**src/hw/gpio_pkg.sv**
```systemverilog
/*
 * GPIO core definitions: register map, pin count limits and the
 * default synchronizer depth. Offsets are byte addresses on the
 * APB side and are shared with the testbench.
 */
package gpio_pkg;

   // ------------------------------------------------------------
   // sizing
   localparam int gpio_max_pins     = 16;  // widest legal core
   localparam int gpio_default_pins = 16;
   localparam int gpio_default_sync = 2;   // 2 or 3 flops per pin

   // ------------------------------------------------------------
   // register map
   localparam int gpio_offset_width = 6;   // same as the APB address

   // direction, 1 = output
   localparam logic [gpio_offset_width-1:0] gpio_reg_dir = 6'h00;
   // output data
   localparam logic [gpio_offset_width-1:0] gpio_reg_out = 6'h04;
   // synchronized pins, read only
   localparam logic [gpio_offset_width-1:0] gpio_reg_in  = 6'h08;
   // interrupt enable
   localparam logic [gpio_offset_width-1:0] gpio_reg_ien = 6'h0C;
   // edge polarity, 1 = rising, 0 = falling
   localparam logic [gpio_offset_width-1:0] gpio_reg_pol = 6'h10;
   // sticky status, write 1 to clear
   localparam logic [gpio_offset_width-1:0] gpio_reg_sts = 6'h14;

   // any other offset reads 0, writes dropped

endpackage

```
**src/hw/apb_pkg.sv**
```systemverilog
/*
 * APB bus widths and phase decode helpers.
 * Imported by the GPIO wrapper and by the testbench driver, so both
 * sides agree on the strobe definitions.
 */
package apb_pkg;

   localparam int apb_addr_width = 6;   // byte address, 16 words
   localparam int apb_data_width = 32;  // pwdata / prdata

   // ------------------------------------------------------------
   // write strobe, access phase of a write
   function automatic logic apb_wr_strobe(input logic sel, input logic enable,
                                          input logic wr);
      return sel & enable & wr;
   endfunction

   // read strobe, setup phase of a read
   function automatic logic apb_rd_strobe(input logic sel, input logic enable,
                                          input logic wr);
      return sel & ~enable & ~wr;
   endfunction

endpackage
```
**src/hw/gpio_lite.sv**
```systemverilog
/*
 * APB GPIO top level, up to 16 pins. Turns the APB phase signals
 * into read and write strobes for the register core, zero-fills
 * prdata above pin_count and ORs the pin interrupts into gpio_int.
 */
module gpio_lite #(
   parameter int pin_count   = gpio_pkg::gpio_default_pins,   // 1 to 16
   parameter int sync_stages = gpio_pkg::gpio_default_sync    // 2 or 3
) (
   input  logic                               pclk,
   input  logic                               reset,
   input  logic                               psel,
   input  logic                               penable,
   input  logic                               pwrite,
   input  logic [apb_pkg::apb_addr_width-1:0] paddr,
   input  logic [apb_pkg::apb_data_width-1:0] pwdata,
   input  logic [pin_count-1:0]               pin_in,
   input  logic [pin_count-1:0]               tri_state_enable,
   output logic [apb_pkg::apb_data_width-1:0] prdata,
   output logic                               gpio_int,
   output logic [pin_count-1:0]               pin_oe_n,
   output logic [pin_count-1:0]               pin_out
);

   import apb_pkg::*;

   logic                 rd_stb;    // setup phase of a read
   logic                 wr_stb;    // access phase of a write
   logic [pin_count-1:0] rdata;     // core read data
   logic [pin_count-1:0] pin_irq;   // per pin requests

   // ------------------------------------------------------------
   // bus side, no wait states so no pready here
   // ------------------------------------------------------------
   assign wr_stb = apb_wr_strobe(psel, penable, pwrite);
   assign rd_stb = apb_rd_strobe(psel, penable, pwrite);

   // unused upper lanes read as zero
   assign prdata = {{(apb_data_width - pin_count){1'b0}}, rdata};

   assign gpio_int = |pin_irq;   // single request line

   gpio_lite_subunit #(
      .pin_count   (pin_count),
      .sync_stages (sync_stages)
   ) u_subunit (
      .pclk             (pclk),
      .reset            (reset),
      .read             (rd_stb),
      .write            (wr_stb),
      .addr             (paddr),
      .wdata            (pwdata[pin_count-1:0]),   // low lanes only
      .pin_in           (pin_in),
      .tri_state_enable (tri_state_enable),
      .rdata            (rdata),
      .interrupt        (pin_irq),
      .pin_oe_n         (pin_oe_n),
      .pin_out          (pin_out)
   );

endmodule

```
**src/hw/gpio_lite_subunit.sv**
```systemverilog
/*
 * GPIO register core. Holds direction, output, enable and polarity,
 * decodes writes and the registered read mux, and drives the pins.
 * Input sync and edge interrupts live in the two child blocks.
 */
module gpio_lite_subunit #(
   parameter int pin_count   = gpio_pkg::gpio_default_pins,
   parameter int sync_stages = gpio_pkg::gpio_default_sync
) (
   input  logic                              pclk,
   input  logic                              reset,
   input  logic                              read,     // setup phase strobe
   input  logic                              write,    // access phase strobe
   input  logic [apb_pkg::apb_addr_width-1:0] addr,
   input  logic [pin_count-1:0]              wdata,
   input  logic [pin_count-1:0]              pin_in,
   input  logic [pin_count-1:0]              tri_state_enable,
   output logic [pin_count-1:0]              rdata,    // held until next read
   output logic [pin_count-1:0]              interrupt,
   output logic [pin_count-1:0]              pin_oe_n,
   output logic [pin_count-1:0]              pin_out
);

   import gpio_pkg::*;

   logic [pin_count-1:0] dir_q;     // 1 = output
   logic [pin_count-1:0] out_q;
   logic [pin_count-1:0] ien_q;
   logic [pin_count-1:0] pol_q;
   logic [pin_count-1:0] pin_sync;  // synchronized pins
   logic [pin_count-1:0] sts;       // sticky status from irq block
   logic [pin_count-1:0] sts_clr;   // w1c mask

   logic hit_dir;
   logic hit_out;
   logic hit_ien;
   logic hit_pol;
   logic hit_sts;

   // ------------------------------------------------------------
   // address decode, full compare so misaligned offsets miss
   // ------------------------------------------------------------
   assign hit_dir = (addr == gpio_reg_dir);
   assign hit_out = (addr == gpio_reg_out);
   assign hit_ien = (addr == gpio_reg_ien);
   assign hit_pol = (addr == gpio_reg_pol);
   assign hit_sts = (addr == gpio_reg_sts);

   // clear mask only during a status write
   assign sts_clr = wdata & {pin_count{write & hit_sts}};

   // ------------------------------------------------------------
   // writable registers
   // ------------------------------------------------------------
   always_ff @(posedge pclk)
   begin
      if (reset)
      begin
         dir_q <= '0;   // all pins input
         out_q <= '0;
         ien_q <= '0;
         pol_q <= '0;
      end
      else if (write)
      begin
         if (hit_dir) dir_q <= wdata;
         if (hit_out) out_q <= wdata;
         if (hit_ien) ien_q <= wdata;
         if (hit_pol) pol_q <= wdata;
      end
   end

   // ------------------------------------------------------------
   // read mux, registered in the setup phase
   // ------------------------------------------------------------
   always_ff @(posedge pclk)
   begin
      if (reset)
      begin
         rdata <= '0;
      end
      else if (read)
      begin
         case (addr)
            gpio_reg_dir: rdata <= dir_q;
            gpio_reg_out: rdata <= out_q;
            gpio_reg_in:  rdata <= pin_sync;
            gpio_reg_ien: rdata <= ien_q;
            gpio_reg_pol: rdata <= pol_q;
            gpio_reg_sts: rdata <= sts;
            default:      rdata <= '0;   // unmapped
         endcase
      end
   end

   // pin drive, tristate overrides direction
   assign pin_out  = out_q;
   assign pin_oe_n = ~dir_q | tri_state_enable;

   // ------------------------------------------------------------
   // children
   // ------------------------------------------------------------
   gpio_pin_sync #(
      .pin_count   (pin_count),
      .sync_stages (sync_stages)
   ) u_pin_sync (
      .pclk     (pclk),
      .reset    (reset),
      .pin_in   (pin_in),
      .pin_sync (pin_sync)
   );

   gpio_irq #(
      .pin_count (pin_count)
   ) u_irq (
      .pclk      (pclk),
      .reset     (reset),
      .pin_sync  (pin_sync),
      .ien       (ien_q),
      .pol       (pol_q),
      .clr       (sts_clr),
      .sts       (sts),
      .interrupt (interrupt)
   );

endmodule

```
**src/hw/gpio_irq.sv**
```systemverilog
/*
 * Edge interrupt block. Compares the synchronized pins against the
 * previous sample, keeps a sticky status bit per pin for the edge
 * picked by pol, and gates status with the enables.
 */
module gpio_irq #(
   parameter int pin_count = gpio_pkg::gpio_default_pins
) (
   input  logic                 pclk,
   input  logic                 reset,
   input  logic [pin_count-1:0] pin_sync,   // from synchronizer
   input  logic [pin_count-1:0] ien,        // interrupt enable
   input  logic [pin_count-1:0] pol,        // 1 rising, 0 falling
   input  logic [pin_count-1:0] clr,        // w1c mask, already decoded
   output logic [pin_count-1:0] sts,        // sticky status
   output logic [pin_count-1:0] interrupt   // per pin request
);

   logic [pin_count-1:0] prev_q;   // last synchronized sample
   logic [pin_count-1:0] rise;
   logic [pin_count-1:0] fall;
   logic [pin_count-1:0] edge_hit; // selected edge seen this cycle

   // ------------------------------------------------------------
   // edge detect
   // ------------------------------------------------------------
   always_ff @(posedge pclk)
   begin
      if (reset)
      begin
         prev_q <= '0;
      end
      else
      begin
         prev_q <= pin_sync;
      end
   end

   assign rise     = pin_sync & ~prev_q;
   assign fall     = ~pin_sync & prev_q;
   assign edge_hit = (pol & rise) | (~pol & fall);  // per pin select

   // ------------------------------------------------------------
   // sticky status, set wins over clear
   // ------------------------------------------------------------
   always_ff @(posedge pclk)
   begin
      if (reset)
      begin
         sts <= '0;
      end
      else
      begin
         sts <= (sts & ~clr) | edge_hit;
      end
   end

   // only enabled pins raise a request
   assign interrupt = sts & ien;

endmodule

```
**src/hw/gpio_pin_sync.sv**
```systemverilog
/*
 * Pin input synchronizer. A chain of sync_stages flops per pin
 * brings the asynchronous pad levels into the pclk domain.
 */
module gpio_pin_sync #(
   parameter int pin_count   = gpio_pkg::gpio_default_pins,
   parameter int sync_stages = gpio_pkg::gpio_default_sync
) (
   input  logic                 pclk,
   input  logic                 reset,
   input  logic [pin_count-1:0] pin_in,    // raw pad levels
   output logic [pin_count-1:0] pin_sync   // pclk domain copy
);

   // stage 0 is the metastable capture flop
   logic [pin_count-1:0] sync_q [0:sync_stages-1];

   always_ff @(posedge pclk)
   begin
      if (reset)
      begin
         for (int i = 0; i < sync_stages; i++)
         begin
            sync_q[i] <= '0;
         end
      end
      else
      begin
         sync_q[0] <= pin_in;                 // first capture
         for (int i = 1; i < sync_stages; i++)
         begin
            sync_q[i] <= sync_q[i-1];         // shift along chain
         end
      end
   end

   assign pin_sync = sync_q[sync_stages-1];  // last stage only

endmodule

```
**config.mk**
```make
export PLATFORM = sky130hd
export DESIGN_NAME = gpio_lite
export DESIGN_NICKNAME = d
export VERILOG_FILES = /design/src/hw/gpio_pkg.sv /design/src/hw/apb_pkg.sv /design/src/hw/gpio_lite.sv /design/src/hw/gpio_lite_subunit.sv /design/src/hw/gpio_irq.sv /design/src/hw/gpio_pin_sync.sv
export SDC_FILE = /design/constraint.sdc
export NUM_CORES = 1
export LEC_CHECK = 0
export ABC_AREA = 1
export BUFFER_PORTS_ARGS = -buffer_cell sky130_fd_sc_hd__buf_2
export CAP_MARGIN = 20
export CELL_PAD_IN_SITES_DETAIL_PLACEMENT = 2
export CELL_PAD_IN_SITES_GLOBAL_PLACEMENT = 2
export CORE_MARGIN = 2
export CORE_UTILIZATION = 33
export CTS_BUF_LIST = sky130_fd_sc_hd__clkbuf_2
export DETAILED_ROUTE_END_ITERATION = 6
export PLACE_DENSITY_LB_ADDON = 0.1
export SLEW_MARGIN = 20
export SYNTH_ARGS = -nofsm -noshare
export SYNTH_HDL_FRONTEND = slang
export SYNTH_SLANG_ARGS = --single-unit
```
**constraint.sdc**
```tcl
create_clock -name pclk -period 3.5 [get_ports pclk]
set_input_delay 0.7 -clock pclk [delete_from_list [all_inputs] [get_ports pclk]]
set_output_delay 0.7 -clock pclk [all_outputs]
set_load 0.01 [all_outputs]
```
---- Yosys cells after proc, flatten, opt, wreduce, memory -nomap -nowiden ----
Memories as Yosys holds them, arrays and structs flattened.
Cells that the tools add are included.
cells by class
  bitwise gates (word level) .............. 24
  muxes and demuxes ....................... 6
  eq/ne operators ......................... 5
  reduce and logical (&&, ||, !) cells .... 6
operators by type and width
  operator              count
  $and A16 B16 Y16      7
  $pmux W16 S6          1
  $not A16 Y16          5
  $or A16 B16 Y16       3
  $mux W16              2
  $reduce_or A16 Y1     1
  $eq A6 B4 Y1 const B  2
  $eq A6 B5 Y1 const B  2
  $reduce_and A2 Y1     4
  $eq A6 B3 Y1 const B  1
  $logic_not A6 Y1      1
  $and A1 B1 Y1         5
  $mux W1               3
  $not A1 Y1            2
  $or A1 B1 Y1          2
storage, ports and cells
  register bits ........................... 112
  output and inout bits ................... 65
  bits of input ports ..................... 75
  RAM bits ................................ 32
  word-level logic and storage cells ...... 49
  memories kept ........................... 1
memories
  name                         depth  width  rd ports  clocked after memory_dff  wr ports  RTL line             RTL
  u_subunit.u_pin_sync.sync_q  2      16     2         0                         2         gpio_pin_sync.sv:16  logic [pin_count-1:0] sync_q [0:sync_stages-1];

---- Logic depth before layout (Yosys ltp) ----
Gate-level depths: netlist of run 1.
  word-level depth ........................ 7
  mapped depth ............................ 8

---- By module ----
From an unflattened synthesis of run 1, not the netlist that was laid out.
second synthesis, totals
  cell total of the unflattened synthesis .. 968
  area total of the unflattened synthesis .. 6712.7 um^2
by module, submodules not included
  module             area each (um^2)  instances  sequential area each (um^2)  cells each
  gpio_lite_subunit  3937.5            1          1601.5                       573
  gpio_irq           1544.0            1          640.6                        244
  gpio_pin_sync      1034.7            1          640.6                        115
  gpio_lite          196.4             1          0.0                          36

---- Least setup slack after synthesis of run 1 ----
Ideal clock, no wire load.
  kind .................................... in2reg
  from .................................... input paddr[4] (netlist name)
  to ...................................... register u_subunit.u_irq.sts[10]
  setup slack ............................. 1.747 ns
  stages on the path ...................... 8
  required time ........................... 3.372 ns
  data arrival time ....................... 1.625 ns
  path through ............................ inv_1 > nor2_2 > nand2_1 > nor2_4 > buf_4 > nand3_1 > a21oi_1 > nor2_1
on the way
  longest elaborated chain between the ends .. 6
RTL lines
  what                  RTL line                 RTL
  from (decl)           gpio_lite.sv:15          input logic [apb_pkg::apb_addr_width-1:0] paddr,
  $eq A6 B5 Y1          gpio_lite_subunit.sv:47  assign hit_sts = (addr == gpio_reg_sts);
  $and A1 B1 Y1         gpio_lite_subunit.sv:50  assign sts_clr = wdata & {pin_count{write & hit_sts}};
  $and A16 B16 Y16      gpio_lite_subunit.sv:50
  $not A16 Y16          gpio_irq.sv:54           sts <= (sts & ~clr) | edge_hit;
  $and A16 B16 Y16      gpio_irq.sv:54
  $or A16 B16 Y16       gpio_irq.sv:54
  to (signal assigned)  gpio_irq.sv:54
  to (decl)             gpio_irq.sv:15           output logic [pin_count-1:0] sts,
Every way passes these cells.
A chain may end at the register's enable or synchronous reset.

---- Worst setup path after layout of run 1 ----
  from .................................... register u_subunit.u_irq.sts[11]
  to ...................................... output gpio_int
on the way
  longest elaborated chain between the ends .. 2
RTL lines
  what               RTL line         RTL
  $and A16 B16 Y16   gpio_irq.sv:59   assign interrupt = sts & ien;
  $reduce_or A16 Y1  gpio_lite.sv:41  assign gpio_int = |pin_irq;
  to (decl)          gpio_lite.sv:20  output logic gpio_int,
Every way passes these cells.

==> impl_results.md, run 1 <==
- Status: finished clean
- First-iteration detailed-routing DRC count: about 280
- Setup Buffers After CTS: 0
- Final global-route overflow total: 0
- Setup crit start kind: flip-flop
- Pwr dens: 423 nW/µm²
- Buf/Inv on CP: 1
- Total Power: around 3000 µW
- Post-Syn Instances: 863
- Fillers: between 2000 and 2500
- GR Util met3: 3.57%
- HP Class: in2reg
- R2R setup slack: approximately 2.5 ns
- Starting density of the core: about a third
- First-pass GRT wire length: 35200 µm
- Final hold slack: 0.170 ns
- Max Fclk: 393 MHz
- Hold Crit Start: pin_in[1]
- Met2 Track Usage GR: 39.0%
- Io pins: 140
- Largest net degree at the start of global routing: 81
- Routed len/inst: between 15 and 20 µm
- Core area: 18600 µm²
- Pleak: 0.00323 µW
- Synthesized area: between 6000 and 7000 µm²
- Antenna viol nets, final: 0
- Rows: 50
- CTS root buf: clkbuf_2
- Most numerous cell in the Yosys netlist: dfxtp_1
- Met1 usage: just under 30%
- Count of cell types in the netlist: 20
- Die Width: around 140 µm
- Buffers on Ports: roughly 110
- Synth top area share: ~47%
- Num Clock Sinks: about 140
- Data arrival, critical path: 1.84 ns
- Antenna violations before repair: 1
- Layout cell share with drive strength beyond 1: between 10% and 20%
- Gates resized, CTS repair: 0
- Die area: 19900 µm²
- Most used DFF post-synth: dfxtp_1
- Crit-path leading delay family: flip-flops
- Worst Max-Slew Pin Slew: about 0.8 ns
- Post-detailed-routing wire length: roughly 22000 µm
- Vias in the first global route: roughly 6600
- Crit-path slowest cell: dfxtp_1
- Seq cells post-synth: 144
- Synth area leaders: dfxtp_1 (47%), a21oi_1 (7.8%), o21ai_0 (7.8%)
- Period utilization: between 70% and 80%
- Most common cell on crit path: nand2_1
- Clock Skews: roughly 0.032 ns
- # DRC: 0
- Gr busiest metal: met2
- Critical Path Start: u_subunit.u_irq.sts[11]
- Router iterations before antenna repair: 4
- Dpl hpwl: between 15000 and 20000 µm
- Synth top cells by count: dfxtp_1 (144), inv_1 (108), nor2_1 (105)
- Post-synth EDFFs: 0
- Post-route minimum period: approximately 2.5 ns
- DR vias: around 6200
- Vias/cell: 5.21
- Final slew viol count: 0
- Die H: approximately 140 µm
- Hold Fails Final Rpt: 0
- CTS tree: yes
- Max clock buf depth: 2
- Syn. warnings: 0
- Gpl congestion: between 0.8 and 0.9
- Critical Path Fanout Max: 3
- CP cell instances: nand2_1 > nand2_1 > a221oi_1 > nand4_1 > buf_2
- Area leader, netlist: dfxtp_1
- Skew-Pair Late Insertion Delay: just over 0.7 ns
- CP endpoint kind: primary output
- Fin nets: a little over 1000
- Max-cap violations: 0
- Clk pin slew, worst setup/hold paths: between 0.2 and 0.25 ns
- Kind of critical path: reg2out
- Req. time, crit path: approximately 2.8 ns
- Setup TNS: 0 ns
- Largest stage delay on the critical path: 0.38 ns
- Final setup fails: 0
- Unrepaired setup endpoints after global routing: false
- Sequential element share of the synthesized area: a little under half
- GRT Util Overall: 22.7%
- VDD IR-drop max: just under 0.2 mV
- Layout area overhead: 15.6%
- H-tree levels: 4
- Mapped Avg Cell Area: 7.17 µm²
- FFs w/ async S/R, synth: 0%
- Post-CTS Hold Buffers: 0
- Worst r2r src: u_subunit.pol_q[9]
- Worst rel slew slack: 46.8%
- TritonCTS Buffers: 17
## per-layer routing
metal  up-vias  routed length (µm)
li1       2999                   -
met1      3072               10200
met2       156               10800
met3        21                 864
met4         0                 292
met5         -                   0
## area by class of cell
class	count	area, µm²	share of cell area, %
antenna	1	2.50	0.0350
clock buffer	18	90.1	1.26
clock inverter	13	170	2.38
inverter	109	409	5.72
multi-input combinational	556	2630	36.7
sequential	144	2880	40.3
tap	234	293	4.09
timing repair buffer	125	683	9.55
## power breakdown
| part | leakage, µW | total [µW] | internal (µW) | switching [µW] |
|---|---|---|---|---|
| Combinational | 0.00192 | 253 | 73.9 | 179 |
| Sequential | 0.00117 | 1710 | 1680 | 25.2 |
| Clock | 0.000144 | 1070 | 456 | 614 |
| Total | 0.00323 | 3030 | 2210 | 818 |
## tightest hold or removal path: stages
cell and delay [ns]:
buf_2 0.09, inv_1 0.04, nor2_1 0.03
## stage by stage
step | std cells | utilization [%] | setup WS [ns] | area (µm²)
after floorplan | 878 | - | 1.75 | 6250
after global placement | 1168 | 37.1 | 1.08 | 6890
after detailed placement | 1168 | 37.1 | 0.941 | 6890
after CTS | 1199 | 38.5 | 0.847 | 7150
after global routing | 1200 | 38.5 | 0.779 | 7160
final | 1200 | 38.5 | 0.957 | 7160
## cells in the final DEF (no fill, tap or decap)
master / count
clkbuf_2: 18
a21oi_1: 96
buf_12: 1
buf_4: 17
nor3_2: 3
nand3_1: 79
nor2_1: 102
nor2_2: 4
bufinv_16: 4
buf_2: 107
o21ai_0: 96
nor2_4: 3
diode_2: 1
nand4_1: 55
clkinvlp_4: 3
clkinv_4: 1
dfxtp_1: 144
inv_1: 108
nand2_1: 100
clkinv_1: 6
a22o_1: 1
conb_1: 16
a221oi_1: 1
## cell families (layout without fill, tap and decap cells)
group	Yosys count	count (layout)	synth area share [%]
buffers and inverters	178	265	12.2
other	1	17	0.0606
AOI/OAI and AO/OA	194	194	15.8
DFF	144	144	46.6
and+or+nand+nor	346	346	25.3
## worst paths after layout
check / endpoint / cells past startpoint
worst min register to register: u_subunit.u_pin_sync.sync_q[0][31] / 2
worst max register to register: u_subunit.u_irq.sts[9] / 5
worst max-delay path: gpio_int / 5
worst min-delay path: u_subunit.u_pin_sync.sync_q[0][1] / 3
## registers in the layout, summed over array words and instances, names as in the netlist
signal and count:
u_subunit.pol_q 16, u_subunit.u_irq.sts 16, u_subunit.u_irq.prev_q 16, u_subunit.ien_q 16, u_subunit.rdata 16, u_subunit.u_pin_sync.sync_q 32, u_subunit.pin_out 16, u_subunit.dir_q 16
No activity file was read; power rests on OpenSTA's default activity.
==> inputs of run 2 (changes only) <==
Settings changed: CORE_UTILIZATION 33 to 31.
Clock period 3.5 ns to 2.4 ns, I/O delays scaled along.
==> run 2 against run 1 <==
  * Combinational power increased by 56%
  * Core utilization decreased by 0.58 points
  * Sequential share of layout area decreased by 1.3 points
  * Sequential power increased by 46%
  * Clock skew increased by 0.0068 ns
  * Clock power increased by 53%
  * Hold slack got worse by 0.11 ns
  * Non-clock buffer count increased by 20
  * Die area increased by 6.3%
  * Critical path depth unchanged
  * Clock-buffer cell count unchanged
  * Critical endpoint unchanged
  * Highest routed layer unchanged
==> impl_results.md, run 2 (synthesis gave the netlist of run 1 again) <==
- Status: finished clean
- Final core occ: 37.9% (-0.58 points)
- Router iterations before antenna repair: 4 (unchanged)
- Max Fclk: about 430 MHz
- GRT Util Overall: 21.8% (-0.92 points)
- Routed wl met2: 11100 µm (+3.2%)
- Place WS: 0.413 ns (-0.528 ns)
- Kind of critical path: reg2out
- Rows: 51 (+2.0%)
- CP endpoint kind: primary output
- TritonCTS Buffers: 17 (unchanged)
- Pleak: 0.00334 µW (+3.4%)
- Worst r2r src: u_subunit.ien_q[14]
- Antenna violations before repair: 1 (unchanged)
- Data arrival, critical path: 1.84 ns (about the same)
- Final hold slack: 0.0584 ns (-0.112 ns)
- Critical Path Fanout Max: 3 (unchanged)
- Worst Max-Slew Pin Slew: 0.682 ns (-0.116 ns)
- First-iteration detailed-routing DRC count: 267 (-5.3%)
- Die H: 145 µm (+3.1%)
- Hold Fails Final Rpt: 0 (unchanged)
- Total Power: 4520 µW (+49%)
- Post-route minimum period: between 2 and 2.5 ns
- Worst rel slew slack: 54.6% (+7.8 points)
- Pwr dens: 610 nW/µm² (+44%)
- First-pass GRT wire length: 36400 µm (+3.3%)
- R2R setup slack: 1.37 ns (-1.12 ns)
- HP Class: in2reg
- Final slew viol count: 0 (unchanged)
- Die area: 21100 µm² (+6.3%)
- Post-detailed-routing wire length: 22900 µm (+3.2%)
- Vias in the first global route: 6730 (+1.8%)
- Die Width: 145 µm (+3.1%)
- Final global-route overflow total: 0 (unchanged)
- Commonest non-fill, non-tap cell in the layout: dfxtp_1
- Max clock buf depth: 2 (unchanged)
- Gpl congestion: 0.771 (-8.3%)
- Fillers: 2407 (+7.7%)
- CTS root buf: clkbuf_2
- Worst Reg2Reg Path Length in Cells: 5 (unchanged)
- Worst setup margin: 0.0812 ns (-0.876 ns)
- Core area: 19500 µm² (+5.1%)
- Setup crit start kind: flip-flop
- Layout area overhead: 19.6%
- Fin nets: 1048 (+1.9%)
- Skew-Pair Late Insertion Delay: 0.73 ns (about the same)
- Met3 WL: 1080 µm (+25%)
- Routed len/inst: 18.3 µm (-1.0%)
- Dpl hpwl: 15800 µm (+1.2%)
- Wl on met1: 10400 µm (+1.6%)
- Commonest non-fill, non-tap cells in the layout: dfxtp_1 (142), inv_1 (108), buf_2 (107)
- Unrepaired setup endpoints after global routing: true
- Req. time, crit path: 1.92 ns (-0.88 ns)
- CTS tree: yes
- VDD IR-drop max: 0.269 mV (+38%)
- Clk pin slew, worst setup/hold paths: 0.24 ns (about the same)
- Buffers on Ports: 107 (unchanged)
- Layout cell share with drive strength beyond 1: 17.5% (+0.78 points)
- Crit path to: gpio_int
- Top reg by flops: u_subunit.u_pin_sync.sync_q
- Period utilization: between 90% and 100%
- Setup TNS: 0 ns (unchanged)
- Vias/cell: 5.06 (-2.8%)
- R2r endpoint: u_subunit.rdata[14]
- Top layer in use: met4
- Max-cap violations: 0 (unchanged)
- Starting density of the core: 31.7% (-1.6 points)
- Antenna viol nets, final: 0 (unchanged)
- Largest net degree at the start of global routing: 69 (-15%)
- Clock Skews: 0.0392 ns (+0.00682 ns)
- # DRC: 0 (unchanged)
- Num Clock Sinks: 144 (unchanged)
- Io pins: 140 (unchanged)
- Final setup fails: 0 (unchanged)
- H-tree levels: 4 (unchanged)
- Critical Path Start: u_subunit.ien_q[14]
- DR vias: 6332 (+1.3%)
- Max reg flops: 32 (unchanged)
-- run 2: critical path, stage by stage, from the launching register on --
cell,delay (ns)
dfxtp_2,0.39
nand2_2,0.09
nand4_1,0.14
nor2_1,0.12
nand4_1,0.17
buf_2,0.19
-- run 2: how the worst min path moves through the flow --
| stage | startpoint | end | slack (ns) | depth (start not counted) |
|---|---|---|---|---|
| floorplan | u_subunit.u_pin_sync.sync_q[0][0] | u_subunit.u_pin_sync.sync_q[0][16] | 0.39 | 2 |
| global placement | u_subunit.u_pin_sync.sync_q[0][13] | u_subunit.u_pin_sync.sync_q[0][29] | 0.39 | 2 |
| detailed placement | u_subunit.u_pin_sync.sync_q[0][9] | u_subunit.u_pin_sync.sync_q[0][25] | 0.40 | 2 |
| CTS | pwdata[15] | u_subunit.pol_q[15] | 0.003 | 3 |
| global route | pwdata[15] | u_subunit.pol_q[15] | 0.02 | 3 |
| finish | pwdata[15] | u_subunit.pol_q[15] | 0.06 | 3 |
-- run 2: timing repair --
item,CTS,global route
endpoints found under the hold margin,16,0
hold buffers,16,0
resized for setup,3,1
setup buffers,1,1
endpoints found under the setup margin,1,1
pin swaps,1,1
-- run 2: power breakdown --
group / switching, µW / internal (µW) / total (µW)
combinational: 267 / 126 / 394
sequential: 37.2 / 2450 / 2490
clock: 949 / 687 / 1640
-- run 2: through the flow --
stage                     area (µm²)  instances
final                           7410       1251
after global routing            7410       1251
after CTS                       7400       1249
after detailed placement        6940       1201
after global placement          6940       1201
after floorplan                 6250        878
-- run 2: cell type report --
cell class | count | area, µm² | area share (%)
Sequential cell | 144 | 2890 | 39.0
Multi-Input combinational cell | 556 | 2630 | 35.5
Timing Repair Buffer | 145 | 873 | 11.8
Inverter | 109 | 409 | 5.52
Tap cell | 265 | 332 | 4.48
Clock inverter | 13 | 184 | 2.48
Clock buffer | 18 | 90.1 | 1.22
Antenna cell | 1 | 2.50 | 0.0338
-- run 2: per-layer routing --
metal / up-vias / track usage, %
met2: 155 / 38.2
met5: - / 0
li1: 3029 / -
met4: 0 / 5.98
met3: 20 / 4.12
met1: 3128 / 27.5
